$ cat config.mk
export PLATFORM = sky130hd
export DESIGN_NAME = adpll_bank_top
export DESIGN_NICKNAME = d
export VERILOG_FILES = /design/src/verilog/adpll_pkg.sv /design/src/verilog/ref_osc_bank.sv /design/src/verilog/phase_detector.sv /design/src/verilog/loop_filter.sv /design/src/verilog/adpll_channel.sv /design/src/verilog/error_display.sv /design/src/verilog/adpll_bank_top.sv
export VERILOG_INCLUDE_DIRS = /design/src /design/src/include
export SDC_FILE = /design/constraint.sdc
export NUM_CORES = 1
export LEC_CHECK = 0
export BUFFER_PORTS_ARGS = -buffer_cell sky130_fd_sc_hd__buf_2
export CAP_MARGIN = 20
export CELL_PAD_IN_SITES_DETAIL_PLACEMENT = 1
export CELL_PAD_IN_SITES_GLOBAL_PLACEMENT = 1
export CORE_MARGIN = 2
export CORE_UTILIZATION = 52
export DETAILED_ROUTE_END_ITERATION = 7
export PLACE_DENSITY = 0.95
export SYNTH_ARGS = -nofsm -noshare
export SYNTH_HDL_FRONTEND = slang
export SYNTH_SLANG_ARGS = --single-unit
$ cat constraint.sdc
create_clock -name fpga_clk_i -period 9.71 [get_ports fpga_clk_i]
set_input_delay 1.942 -clock fpga_clk_i [delete_from_list [all_inputs] [get_ports fpga_clk_i]]
set_output_delay 1.942 -clock fpga_clk_i [all_outputs]
set_load 0.05 [all_outputs]
$ cat src/include/adpll_defines.svh
`ifndef ADPLL_DEFINES_SVH
`define ADPLL_DEFINES_SVH

// number of reference/loop channel pairs
`define ADPLL_NUM_CH 4

// phase accumulator and tuning word width
`define ADPLL_ACC_W 12

// signed phase error width, saturates at +/-127
`define ADPLL_ERR_W 8

// free-running oscillator increment
`define ADPLL_BIAS 154

// loop gains as arithmetic right shifts
`define ADPLL_KP_SHIFT 1
`define ADPLL_KI_SHIFT 4
`define ADPLL_INT_W 16

// lock detector
`define ADPLL_LOCK_TOL 3
`define ADPLL_LOCK_CNT 16

// display
`define ADPLL_SCAN_BITS 4
`define ADPLL_SEL_W 2

`endif

$ cat src/verilog/adpll_pkg.sv
`include "adpll_defines.svh"

package adpll_pkg;

    typedef logic [`ADPLL_ACC_W-1:0] tune_word_t;          // accumulator increment
    typedef logic signed [`ADPLL_ERR_W-1:0] phase_err_t;   // + means reference leads
    typedef logic signed [`ADPLL_ACC_W-1:0] freq_corr_t;   // added to the bias
    typedef logic [`ADPLL_SEL_W-1:0] ch_sel_t;
    typedef logic [7:0] seg_t;                             // active low, dp in bit 7
    typedef logic [7:0] digit_t;                           // active low, lower four used

    // per-channel status seen by the display
    typedef struct packed {
        phase_err_t err;
        logic       err_valid;    // one-cycle strobe
        logic       locked;
    } ch_status_t;

    typedef enum logic [1:0] {
        IDLE,
        REF_LEAD,
        GEN_LEAD
    } pd_state_e;

endpackage

$ cat src/verilog/ref_osc_bank.sv
`include "adpll_defines.svh"

module ref_osc_bank (
    input  logic                                       fpga_clk_i,
    input  logic                                       reset_i,
    input  adpll_pkg::tune_word_t [`ADPLL_NUM_CH-1:0]  ref_k_i,
    output logic [`ADPLL_NUM_CH-1:0]                   ref_clk_o
);

    adpll_pkg::tune_word_t [`ADPLL_NUM_CH-1:0] acc_q;     // one phase accumulator per channel

    always_ff @(posedge fpga_clk_i) begin
        if (reset_i) begin
            acc_q <= '0;
        end else begin
            for (int ch = 0; ch < `ADPLL_NUM_CH; ch++) begin
                acc_q[ch] <= acc_q[ch] + ref_k_i[ch];     // wraps naturally
            end
        end
    end

    // the reference clock is the accumulator msb, duty close to 50%
    always_comb begin
        for (int ch = 0; ch < `ADPLL_NUM_CH; ch++) begin
            ref_clk_o[ch] = acc_q[ch][`ADPLL_ACC_W-1];
        end
    end

endmodule

$ cat src/verilog/phase_detector.sv
`include "adpll_defines.svh"

module phase_detector (
    input  logic                   fpga_clk_i,
    input  logic                   reset_i,
    input  logic                   ref_clk_i,
    input  logic                   gen_clk_i,
    output adpll_pkg::phase_err_t  err_o,
    output logic                   err_valid_o
);

    localparam int unsigned CNT_W = `ADPLL_ERR_W - 1;

    logic                  ref_prev_q;
    logic                  gen_prev_q;
    logic                  ref_rise;
    logic                  gen_rise;
    adpll_pkg::pd_state_e  state_q;
    logic [CNT_W-1:0]      cnt_q;       // cycles since the leading edge
    adpll_pkg::phase_err_t err_q;
    logic                  valid_q;

    assign ref_rise = ref_clk_i & ~ref_prev_q;
    assign gen_rise = gen_clk_i & ~gen_prev_q;

    always_ff @(posedge fpga_clk_i) begin
        if (reset_i) begin
            ref_prev_q <= 1'b0;
            gen_prev_q <= 1'b0;
            state_q    <= adpll_pkg::IDLE;
            cnt_q      <= '0;
            err_q      <= '0;
            valid_q    <= 1'b0;
        end else begin
            ref_prev_q <= ref_clk_i;
            gen_prev_q <= gen_clk_i;
            valid_q    <= 1'b0;                                 // strobe by default
            case (state_q)
                adpll_pkg::IDLE: begin
                    if (ref_rise && gen_rise) begin
                        err_q   <= '0;                          // edges coincide
                        valid_q <= 1'b1;
                    end else if (ref_rise) begin
                        state_q <= adpll_pkg::REF_LEAD;
                        cnt_q   <= CNT_W'(1);
                    end else if (gen_rise) begin
                        state_q <= adpll_pkg::GEN_LEAD;
                        cnt_q   <= CNT_W'(1);
                    end
                end
                adpll_pkg::REF_LEAD: begin
                    if (gen_rise) begin
                        err_q   <= adpll_pkg::phase_err_t'(cnt_q);
                        valid_q <= 1'b1;
                        state_q <= adpll_pkg::IDLE;
                    end else if (cnt_q != '1) begin
                        cnt_q <= cnt_q + 1'b1;                  // saturates at 127
                    end
                end
                adpll_pkg::GEN_LEAD: begin
                    if (ref_rise) begin
                        err_q   <= -adpll_pkg::phase_err_t'(cnt_q);
                        valid_q <= 1'b1;
                        state_q <= adpll_pkg::IDLE;
                    end else if (cnt_q != '1) begin
                        cnt_q <= cnt_q + 1'b1;
                    end
                end
                default: state_q <= adpll_pkg::IDLE;
            endcase
        end
    end

    assign err_o       = err_q;
    assign err_valid_o = valid_q;

endmodule

$ cat src/verilog/loop_filter.sv
`include "adpll_defines.svh"

module loop_filter (
    input  logic                   fpga_clk_i,
    input  logic                   reset_i,
    input  adpll_pkg::phase_err_t  err_i,
    input  logic                   err_valid_i,
    output adpll_pkg::freq_corr_t  corr_o
);

    localparam int unsigned INT_W = `ADPLL_INT_W;
    localparam int unsigned ACC_W = `ADPLL_ACC_W;

    logic signed [INT_W-1:0] integ_q;
    logic signed [INT_W:0]   integ_sum;    // one guard bit for overflow
    logic signed [INT_W-1:0] integ_next;
    logic signed [INT_W:0]   corr_sum;
    adpll_pkg::freq_corr_t   corr_next;
    adpll_pkg::freq_corr_t   corr_q;

    always_comb begin
        integ_sum = (INT_W+1)'(integ_q) + (INT_W+1)'(err_i);
        if (integ_sum[INT_W] != integ_sum[INT_W-1]) begin
            integ_next = integ_sum[INT_W] ? {1'b1, {(INT_W-1){1'b0}}}   // clamp at min
                                          : {1'b0, {(INT_W-1){1'b1}}};  // clamp at max
        end else begin
            integ_next = integ_sum[INT_W-1:0];
        end

        // proportional path plus scaled integrator
        corr_sum = (INT_W+1)'(err_i >>> `ADPLL_KP_SHIFT)
                 + (INT_W+1)'(integ_next >>> `ADPLL_KI_SHIFT);
        if (&corr_sum[INT_W:ACC_W-1] || ~|corr_sum[INT_W:ACC_W-1]) begin
            corr_next = corr_sum[ACC_W-1:0];
        end else begin
            corr_next = corr_sum[INT_W] ? {1'b1, {(ACC_W-1){1'b0}}}
                                        : {1'b0, {(ACC_W-1){1'b1}}};
        end
    end

    always_ff @(posedge fpga_clk_i) begin
        if (reset_i) begin
            integ_q <= '0;
            corr_q  <= '0;
        end else if (err_valid_i) begin   // filter only moves on detector strobes
            integ_q <= integ_next;
            corr_q  <= corr_next;
        end
    end

    assign corr_o = corr_q;

endmodule

$ cat src/verilog/adpll_channel.sv
`include "adpll_defines.svh"

module adpll_channel (
    input  logic                   fpga_clk_i,
    input  logic                   reset_i,
    input  logic                   ref_clk_i,
    output logic                   gen_clk_o,
    output adpll_pkg::ch_status_t  status_o
);

    localparam int unsigned LOCK_W = $clog2(`ADPLL_LOCK_CNT + 1);
    localparam adpll_pkg::phase_err_t TOL_P = adpll_pkg::phase_err_t'(`ADPLL_LOCK_TOL);
    localparam adpll_pkg::phase_err_t TOL_N = -TOL_P;

    adpll_pkg::phase_err_t pd_err;
    logic                  pd_valid;
    adpll_pkg::freq_corr_t corr;
    adpll_pkg::tune_word_t osc_q;        // dco phase accumulator
    logic                  in_tol;
    logic [LOCK_W-1:0]     lock_cnt_q;
    logic [LOCK_W-1:0]     lock_cnt_next;

    phase_detector phase_detector_inst (
        .fpga_clk_i  (fpga_clk_i),
        .reset_i     (reset_i),
        .ref_clk_i   (ref_clk_i),
        .gen_clk_i   (gen_clk_o),
        .err_o       (pd_err),
        .err_valid_o (pd_valid)
    );

    loop_filter loop_filter_inst (
        .fpga_clk_i  (fpga_clk_i),
        .reset_i     (reset_i),
        .err_i       (pd_err),
        .err_valid_i (pd_valid),
        .corr_o      (corr)
    );

    always_ff @(posedge fpga_clk_i) begin
        if (reset_i) begin
            osc_q      <= '0;
            lock_cnt_q <= '0;
        end else begin
            osc_q      <= osc_q + adpll_pkg::tune_word_t'(`ADPLL_BIAS) + corr;
            lock_cnt_q <= lock_cnt_next;
        end
    end

    assign gen_clk_o = osc_q[`ADPLL_ACC_W-1];

    // lock count includes the strobe in flight so locked lines up with err
    assign in_tol = (pd_err <= TOL_P) && (pd_err >= TOL_N);
    always_comb begin
        lock_cnt_next = lock_cnt_q;
        if (pd_valid) begin
            if (!in_tol) begin
                lock_cnt_next = '0;
            end else if (lock_cnt_q != LOCK_W'(`ADPLL_LOCK_CNT)) begin
                lock_cnt_next = lock_cnt_q + 1'b1;
            end
        end
    end

    assign status_o.err       = pd_err;
    assign status_o.err_valid = pd_valid;
    assign status_o.locked    = (lock_cnt_next == LOCK_W'(`ADPLL_LOCK_CNT));

endmodule

$ cat src/verilog/error_display.sv
`include "adpll_defines.svh"

module error_display (
    input  logic                                       fpga_clk_i,
    input  logic                                       reset_i,
    input  adpll_pkg::ch_sel_t                         sel_i,
    input  adpll_pkg::ch_status_t [`ADPLL_NUM_CH-1:0]  status_i,
    output adpll_pkg::phase_err_t                      error_o,
    output logic                                       locked_o,
    output adpll_pkg::seg_t                            segment_o,
    output adpll_pkg::digit_t                          digit_o
);

    localparam int unsigned ERR_W = `ADPLL_ERR_W;
    localparam int unsigned SCAN_W = `ADPLL_SCAN_BITS + 2;

    adpll_pkg::ch_sel_t    sel_q;
    adpll_pkg::ch_status_t sel_status;
    adpll_pkg::phase_err_t error_q;
    logic                  locked_q;
    logic [SCAN_W-1:0]     scan_q;     // top two bits pick the digit
    logic [1:0]            scan_idx;
    logic [ERR_W-1:0]      mag;

    // common anode font, segments a..g in bits 0..6
    function automatic adpll_pkg::seg_t hex_font(input logic [3:0] nib);
        case (nib)
            4'h0: hex_font = 8'hC0;
            4'h1: hex_font = 8'hF9;
            4'h2: hex_font = 8'hA4;
            4'h3: hex_font = 8'hB0;
            4'h4: hex_font = 8'h99;
            4'h5: hex_font = 8'h92;
            4'h6: hex_font = 8'h82;
            4'h7: hex_font = 8'hF8;
            4'h8: hex_font = 8'h80;
            4'h9: hex_font = 8'h90;
            4'hA: hex_font = 8'h88;
            4'hB: hex_font = 8'h83;
            4'hC: hex_font = 8'hC6;
            4'hD: hex_font = 8'hA1;
            4'hE: hex_font = 8'h86;
            default: hex_font = 8'h8E;
        endcase
    endfunction

    assign sel_status = status_i[sel_i];

    always_ff @(posedge fpga_clk_i) begin
        if (reset_i) begin
            sel_q    <= '0;
            error_q  <= '0;
            locked_q <= 1'b0;
            scan_q   <= '0;
        end else begin
            sel_q  <= sel_i;
            scan_q <= scan_q + 1'b1;
            if (sel_status.err_valid || (sel_i != sel_q)) begin
                error_q  <= sel_status.err;
                locked_q <= sel_status.locked;
            end
        end
    end

    assign scan_idx = scan_q[SCAN_W-1:SCAN_W-2];
    assign mag      = error_q[ERR_W-1] ? ERR_W'(-error_q) : ERR_W'(error_q);

    always_comb begin
        case (scan_idx)
            2'd0: segment_o = hex_font(mag[3:0]);
            2'd1: segment_o = hex_font(mag[7:4]);
            2'd2: segment_o = 8'hFF;                                  // blank
            default: segment_o = error_q[ERR_W-1] ? 8'hBF : 8'hFF;    // minus sign
        endcase
    end

    assign digit_o  = ~(adpll_pkg::digit_t'(1) << scan_idx);
    assign error_o  = error_q;
    assign locked_o = locked_q;

endmodule

$ cat src/verilog/adpll_bank_top.sv
`include "adpll_defines.svh"

module adpll_bank_top (
    input  logic                                       fpga_clk_i,
    input  logic                                       reset_i,
    input  adpll_pkg::tune_word_t [`ADPLL_NUM_CH-1:0]  ref_k_i,
    input  adpll_pkg::ch_sel_t                         sel_i,
    output logic [`ADPLL_NUM_CH-1:0]                   ref_clk_o,
    output logic [`ADPLL_NUM_CH-1:0]                   gen_clk_o,
    output adpll_pkg::phase_err_t                      error_o,
    output logic                                       locked_o,
    output adpll_pkg::seg_t                            segment_o,
    output adpll_pkg::digit_t                          digit_o
);

    adpll_pkg::ch_status_t [`ADPLL_NUM_CH-1:0] ch_status;

    ref_osc_bank ref_osc_bank_inst (
        .fpga_clk_i (fpga_clk_i),
        .reset_i    (reset_i),
        .ref_k_i    (ref_k_i),
        .ref_clk_o  (ref_clk_o)
    );

    for (genvar ch = 0; ch < `ADPLL_NUM_CH; ch++) begin : g_channel
        adpll_channel adpll_channel_inst (
            .fpga_clk_i (fpga_clk_i),
            .reset_i    (reset_i),
            .ref_clk_i  (ref_clk_o[ch]),    // each loop tracks its own reference
            .gen_clk_o  (gen_clk_o[ch]),
            .status_o   (ch_status[ch])
        );
    end

    error_display error_display_inst (
        .fpga_clk_i (fpga_clk_i),
        .reset_i    (reset_i),
        .sel_i      (sel_i),
        .status_i   (ch_status),
        .error_o    (error_o),
        .locked_o   (locked_o),
        .segment_o  (segment_o),
        .digit_o    (digit_o)
    );

endmodule

==> qor.csv, run 1 <==
metric;value;unit
finalCriticalPeriod;8.12;ns
via_count_of_the_first_global_routing_pass;25000;
cts_made_buffers;40;
layout_setup_ws;1.59;ns
antenna_found_initial;5;
grt_first_pass_wirelength;133000;um
floorplan.die_area;47400;um2
dieWidth;218;um
route.layer.met1.wl;31300;um
cp.required;10.10;ns
clock_path_buffers;3;
start_util;52.5;%
worst_skew_pair.late_latency;0.58;ns
synth_compound_gate_area_share;21.0;%
design.core.area;45200;um2
post_synth.cell_area_avg;8.12;um2
vdd_drop_max;0.0915;mV
drv.max_cap_violation_count;0;
critPathArrivalTime;8.51;ns
leftover_overflow_at_the_end_of_global_routing;0;
syn_inst;2924;
vias_cell;6.46;
finalWirelength;82100;um
critical_path.cell_chain;ha_1 -> nor2_1 -> and4b_1 -> o2bb2ai_1 -> a31o_2 -> a31o_2 -> a21o_1 -> a21o_1 -> xor2_1 -> ha_1 -> and4_1 -> a32oi_2 -> o31a_1 -> inv_1 -> ha_1 -> a211oi_1 -> nor2_1 -> o41ai_1 -> o211ai_1 -> o31ai_1 -> xor2_1 -> maj3_1 -> a211oi_1;
worst-slew-pin-transition;1.12;ns
timing.final.crit_share;83.6;%
final-max-slew-violation-count;0;
detailed_place_hpwl;50000;um
met3WireLength;4390;um
grt_use_total;34.3;%
fp.dieH;218;um
area_delta_synth_final;8.79;%
synth_xor_area_share;6.74;%
pin_count_of_the_biggest_net_entering_global_routing;168;
status;finished clean;
slew_headroom;25.5;%
power.static_leakage;11.3;nW
critical_path.slowest_cell;sky130_fd_sc_hd__dfxtp_1;
post_synth_instance_area;23700;um2
setup_viol_count_final;0;
hold_path_class;reg2reg;
hold_viol;0;
cpMostUsedCell;sky130_fd_sc_hd__ha_1;
total_of_cells_resized_after_clock_tree_synthesis;0;
cts_max_level;2;
dp_slack;2.06;ns
mostFrequentLayoutCells;sky130_fd_sc_hd__nor2_1, sky130_fd_sc_hd__dfxtp_1, sky130_fd_sc_hd__ha_1;
yosysWarnings;0;
synth_mux_area_share;1.72;%
setup.worst_path.end_class;flip-flop;
area_taken_by_multi_input_logic_gates;15900;um2
rows;78;
cts_tree;built;
finalPower;4.85;mW
cell_accounting_for_the_most_synthesized_area;sky130_fd_sc_hd__dfxtp_1;
skew;0.0158;ns
met2_wirelength;41300;um
fin_nets;3285;
top_ports;85;
rsz0062_at_grt;no;
final_cell_count_no_fill;3565;
yosysSeqAreaShare;27.4;%
async_flop_share;0;%
clock_sinks;325;
synth_cell_type_count;96;
hp-start;error_display_inst.scan_q[0]$_SDFF_PP0_;
area.sequential;6510;um2
main_combinational_cell_family_by_area_after_synthesis;compound AO/OA/AOI/OAI gates;
highest-signal-layer;met4;
setup_total_negative_slack;0;ns
cts.root.buffer_cell;sky130_fd_sc_hd__clkbuf_16;
max_freq;123;MHz
io_buffer_count;79;
nFillCells;5378;
timing_worst_setup_path_type;reg2reg;
instance_count_after_placement_with_tap_cells_included;3483;
final_common_cell;sky130_fd_sc_hd__nor2_1;
pwr_density_cell;188;nW/um2
routabilityCongestion;0.908;
startpoint_type;flip-flop;
clkTransAtPathRegs;0.06;ns
synthFlopType;sky130_fd_sc_hd__dfxtp_1;
route.detailed.drc;0;
vias_after_detailed_routing;23000;
synth_simple_gate_area_share;18.4;%
fraction_of_synthesized_cell_area_taken_by_the_top_area_cell_type;27.4;%
drive_gt1_share;7.40;%
ys_top_cells_by_area;sky130_fd_sc_hd__dfxtp_1, sky130_fd_sc_hd__ha_1, sky130_fd_sc_hd__nor2_1;
synth-edff-count;0;
drt_pre_antenna_iters;8;
avgRoutedWirePerCell;23.0;um
post_cts_buffers;0;
postCtsHoldBufs;0;
drt_first_iter_violations;1970;
max_stage_delay;0.92;ns
synth-seq-cells;325;
synth_fa_ha_area_share;19.0;%
detail-route-antenna-nets;0;
maximum_fanout_encountered_on_the_critical_timing_path;19;
[cells by family after synthesis]
group,count (synthesis)
buffers and inverters,333
XOR/XNOR,181
adder cells (fa/ha/maj),363
flip-flops,325
AND/OR/NAND/NOR,944
other,1
AO/OA/AOI/OAI,748
multiplexers,29
[final cells by class]
cell class | instances | share of cell area (%)
Timing Repair Buffer | 94 | 2.03
Sequential cell | 325 | 25.2
Inverter | 200 | 2.91
Tap cell | 600 | 2.91
Antenna cell | 6 | 0.0582
Clock inverter | 19 | 0.926
Multi-Input combinational cell | 2270 | 61.6
Clock buffer | 51 | 4.35
[worst paths after layout]
kind,end,slack (ns),cells after the start
worst min-delay path,error_display_inst.scan_q[0]$_SDFF_PP0_,0.46,1
worst min register to register,error_display_inst.scan_q[0]$_SDFF_PP0_,0.46,1
worst max-delay path,flip-flop,1.59,23
worst max register to register,flip-flop,1.59,23
[stage by stage]
step	utilization (%)	hold slack, ns	cell area [um2]
floorplan	-	0.413	23700
global placement	54.0	0.422	24400
detailed placement	54.0	0.443	24400
CTS	57.0	0.456	25800
global route	57.1	0.485	25800
finish	57.1	0.456	25800
[synth_stat cells (all sizes together) (65+ instances only)]
cell type and number:
a21o 69, ha 286, nor2 396, xor2 95, nor2b 65, a211oi 65
inv 199, nand2 187, dfxtp 325, a21oi 178, nor3 77, xnor2 86
clkbuf 91, o21ai 179
[where the power goes]
group	internal (mW)	total (mW)	switching, mW
logic	0.586	1.61	1.03
registers	1.49	1.61	0.113
clock network	0.953	1.63	0.675
[layer usage]
layer | vias to the layer above | GRT usage (%)
li1 | 10300 | -
met1 | 11300 | 38.1
met2 | 1002 | 61.3
met3 | 417 | 6.14
met4 | 0 | 20.3
met5 | - | 0
[registers in the layout, indices dropped and copies added (netlist names), 20 cells and up]
register                                                flops
g_channel.adpll_channel_inst.phase_detector_inst.cnt_q     28
g_channel.adpll_channel_inst.lock_cnt_q                    20
g_channel.adpll_channel_inst.osc_q                         48
g_channel.adpll_channel_inst.loop_filter_inst.integ_q      64
ref_osc_bank_inst.acc_q                                    44
g_channel.adpll_channel_inst.loop_filter_inst.corr_o       48
g_channel.adpll_channel_inst.phase_detector_inst.err_o     32
[worst max-delay path: cells and delay by family, from the launching register on]
kind	cells	cell delay [ns]
AO/OA/AOI/OAI	12	3.55
adder cells (fa/ha/maj)	4	1.58
XOR/XNOR	2	0.96
flip-flops	1	0.92
AND/OR/NAND/NOR	4	0.83
buffers and inverters	1	0.09
No activity file was read; power rests on OpenSTA's default activity.
==> inputs of run 2 (changes only) <==
Settings changed: CORE_UTILIZATION 52 to 44, PLACE_DENSITY 0.95 to 0.89.
Clock period 9.71 ns to 7.2 ns, I/O delays scaled along.
==> qor.csv, run 2 (same netlist as run 1, synthesis figures left out) <==
metric;value;unit;change
status;finished clean;;
antenna_found_initial;2;;-3
vias_after_detailed_routing;21300;;-7.4%
critical_path.slowest_cell;sky130_fd_sc_hd__ha_2;;
pin_count_of_the_biggest_net_entering_global_routing;100;;-40%
final-max-slew-violation-count;0;;unchanged
leftover_overflow_at_the_end_of_global_routing;0;;unchanged
pwr_density_cell;240;nW/um2;+28%
worst-slew-pin-transition;1.14;ns;+0.0217 ns
area_delta_synth_final;9.41;%;
finalCriticalPeriod;6.84;ns;-1.28 ns
critPathArrivalTime;7.29;ns;-1.22 ns
design.core.area;53600;um2;+19%
avgRoutedWirePerCell;18.1;um;-21%
grt_first_pass_wirelength;110000;um;-17%
detail-route-antenna-nets;0;;unchanged
finalWirelength;66400;um;-19%
drt_pre_antenna_iters;5;;-3
hold_path_class;reg2reg;;
skew;0.0257;ns;+0.00991 ns
cts_tree;built;;
cts_made_buffers;41;;+2.5%
largest-register;g_channel.adpll_channel_inst.loop_filter_inst.integ_q;;
clock_path_buffers;3;;unchanged
drt_first_iter_violations;941;;-52%
mostFrequentLayoutCells;sky130_fd_sc_hd__nor2_1, sky130_fd_sc_hd__dfxtp_1, sky130_fd_sc_hd__ha_1;;
max_stage_delay;0.51;ns;-0.41 ns
dieWidth;236;um;+8.6%
detailed_place_hpwl;48000;um;-4.0%
io_buffer_count;79;;unchanged
fin_nets;3286;;+0.030%
drive_gt1_share;7.66;%;+0.25 points
post-route-util;48.4;%;-8.7 points
clkTransAtPathRegs;0.06;ns;about the same
dp_slack;0.224;ns;-1.84 ns
vias_cell;5.82;;-9.9%
final_cell_count_no_fill;3663;;+2.7%
timing_worst_setup_path_type;reg2reg;;
postCtsHoldBufs;0;;unchanged
flip_flop_count_of_the_largest_register_all_copies_and_words_added;64;;unchanged
rows;85;;+9.0%
final_common_cell;sky130_fd_sc_hd__nor2_1;;
power.static_leakage;11.3;nW;+0.15%
floorplan.die_area;55800;um2;+18%
cp.required;7.65;ns;-2.45 ns
worst_skew_pair.late_latency;0.57;ns;about the same
clock_sinks;325;;unchanged
total_of_cells_resized_after_clock_tree_synthesis;0;;unchanged
max_freq;146;MHz;+19%
finish.instance_area;26000;um2;+0.57%
drv.max_cap_violation_count;0;;unchanged
routabilityCongestion;0.877;;-3.4%
slew_headroom;23.6;%;-2.0 points
vdd_drop_max;0.181;mV;+97%
cpMostUsedCell;sky130_fd_sc_hd__o21ai_0;;
cts.root.buffer_cell;sky130_fd_sc_hd__clkbuf_16;;
hold_viol;0;;unchanged
maximum_fanout_encountered_on_the_critical_timing_path;15;;-4
via_count_of_the_first_global_routing_pass;23000;;-8.1%
top_ports;85;;unchanged
startpoint_type;flip-flop;;
route.detailed.drc;0;;unchanged
layout_setup_ws;0.362;ns;-1.23 ns
worst_hold_slack;0.443;ns;-0.0127 ns
fp.dieH;236;um;+8.6%
cts_max_level;2;;unchanged
setup.worst_path.end_class;flip-flop;;
timing.final.crit_share;95.0;%;+11 points
setup_viol_count_final;0;;unchanged
placed_area;24500;um2;+0.56%
start_util;44.3;%;-8.2 points
instance_count_after_placement_with_tap_cells_included;3583;;+2.9%
grt_use_total;23.3;%;-11 points
post_cts_buffers;0;;unchanged
[run 2: cell types whose count changed in the layout (fill, tap and decap cells not counted), moves of 2 or more]
cell / previous run / this run
sky130_fd_sc_hd__buf_4: 10 / 14
sky130_fd_sc_hd__clkinv_2: 8 / 12
sky130_fd_sc_hd__diode_2: 6 / 2
sky130_fd_sc_hd__buf_2: 81 / 78
sky130_fd_sc_hd__bufinv_16: 5 / 3
sky130_fd_sc_hd__clkbuf_1: 4 / 6
sky130_fd_sc_hd__clkbuf_16: 41 / 43
[run 2: routing by layer]
metal,vias up,track usage (%),routed length [um]
met1,10500,26.2,27600
met2,338,44.2,34600
met3,145,3.12,2030
met5,-,0,0
met4,0,8.98,2100
li1,10300,-,-
[run 2: metrics by stage]
step                power (mW)  setup TNS (ns)
floorplan                 3.66               0
global placement          3.92               0
detailed placement        4.10               0
CTS                       6.28               0
global route              6.61         -0.0170
finish                    6.24               0
[run 2: layout make-up]
| type | count | area (um2) |
|---|---|---|
| fill | 6439 | 27600 |
| clock buffer | 56 | 1190 |
| multi-input combinational | 2270 | 15900 |
| sequential | 325 | 6510 |
| timing repair buffer | 94 | 518 |
| antenna | 2 | 5.00 |
| tap | 696 | 871 |
| inverter | 200 | 754 |
| clock inverter | 20 | 189 |
[run 2: final timing paths]
kind                                      startpoint                                 endpoint  slack (ns)  cells after the start
max                                        flip-flop                                flip-flop        0.36                     25
min          error_display_inst.scan_q[0]$_SDFF_PP0_  error_display_inst.scan_q[0]$_SDFF_PP0_        0.44                      1
max reg2reg                                flip-flop                                flip-flop        0.36                     25
min reg2reg  error_display_inst.scan_q[0]$_SDFF_PP0_  error_display_inst.scan_q[0]$_SDFF_PP0_        0.44                      1
[run 2: report_power, final]
group	switching, mW	total (mW)	internal (mW)
clock	0.867	2.14	1.27
sequential	0.133	2.15	2.02
combinational	1.18	1.95	0.766
total	2.18	6.24	4.05
[run 2: critical path: cells and delay by family, from the launching register on]
family,cells,cell delay [ns]
flops,1,0.48
compound gates,14,3.19
buf+inv,2,0.30
fa+ha+maj,5,1.97
simple gates,3,0.59
xor+xnor,1,0.15
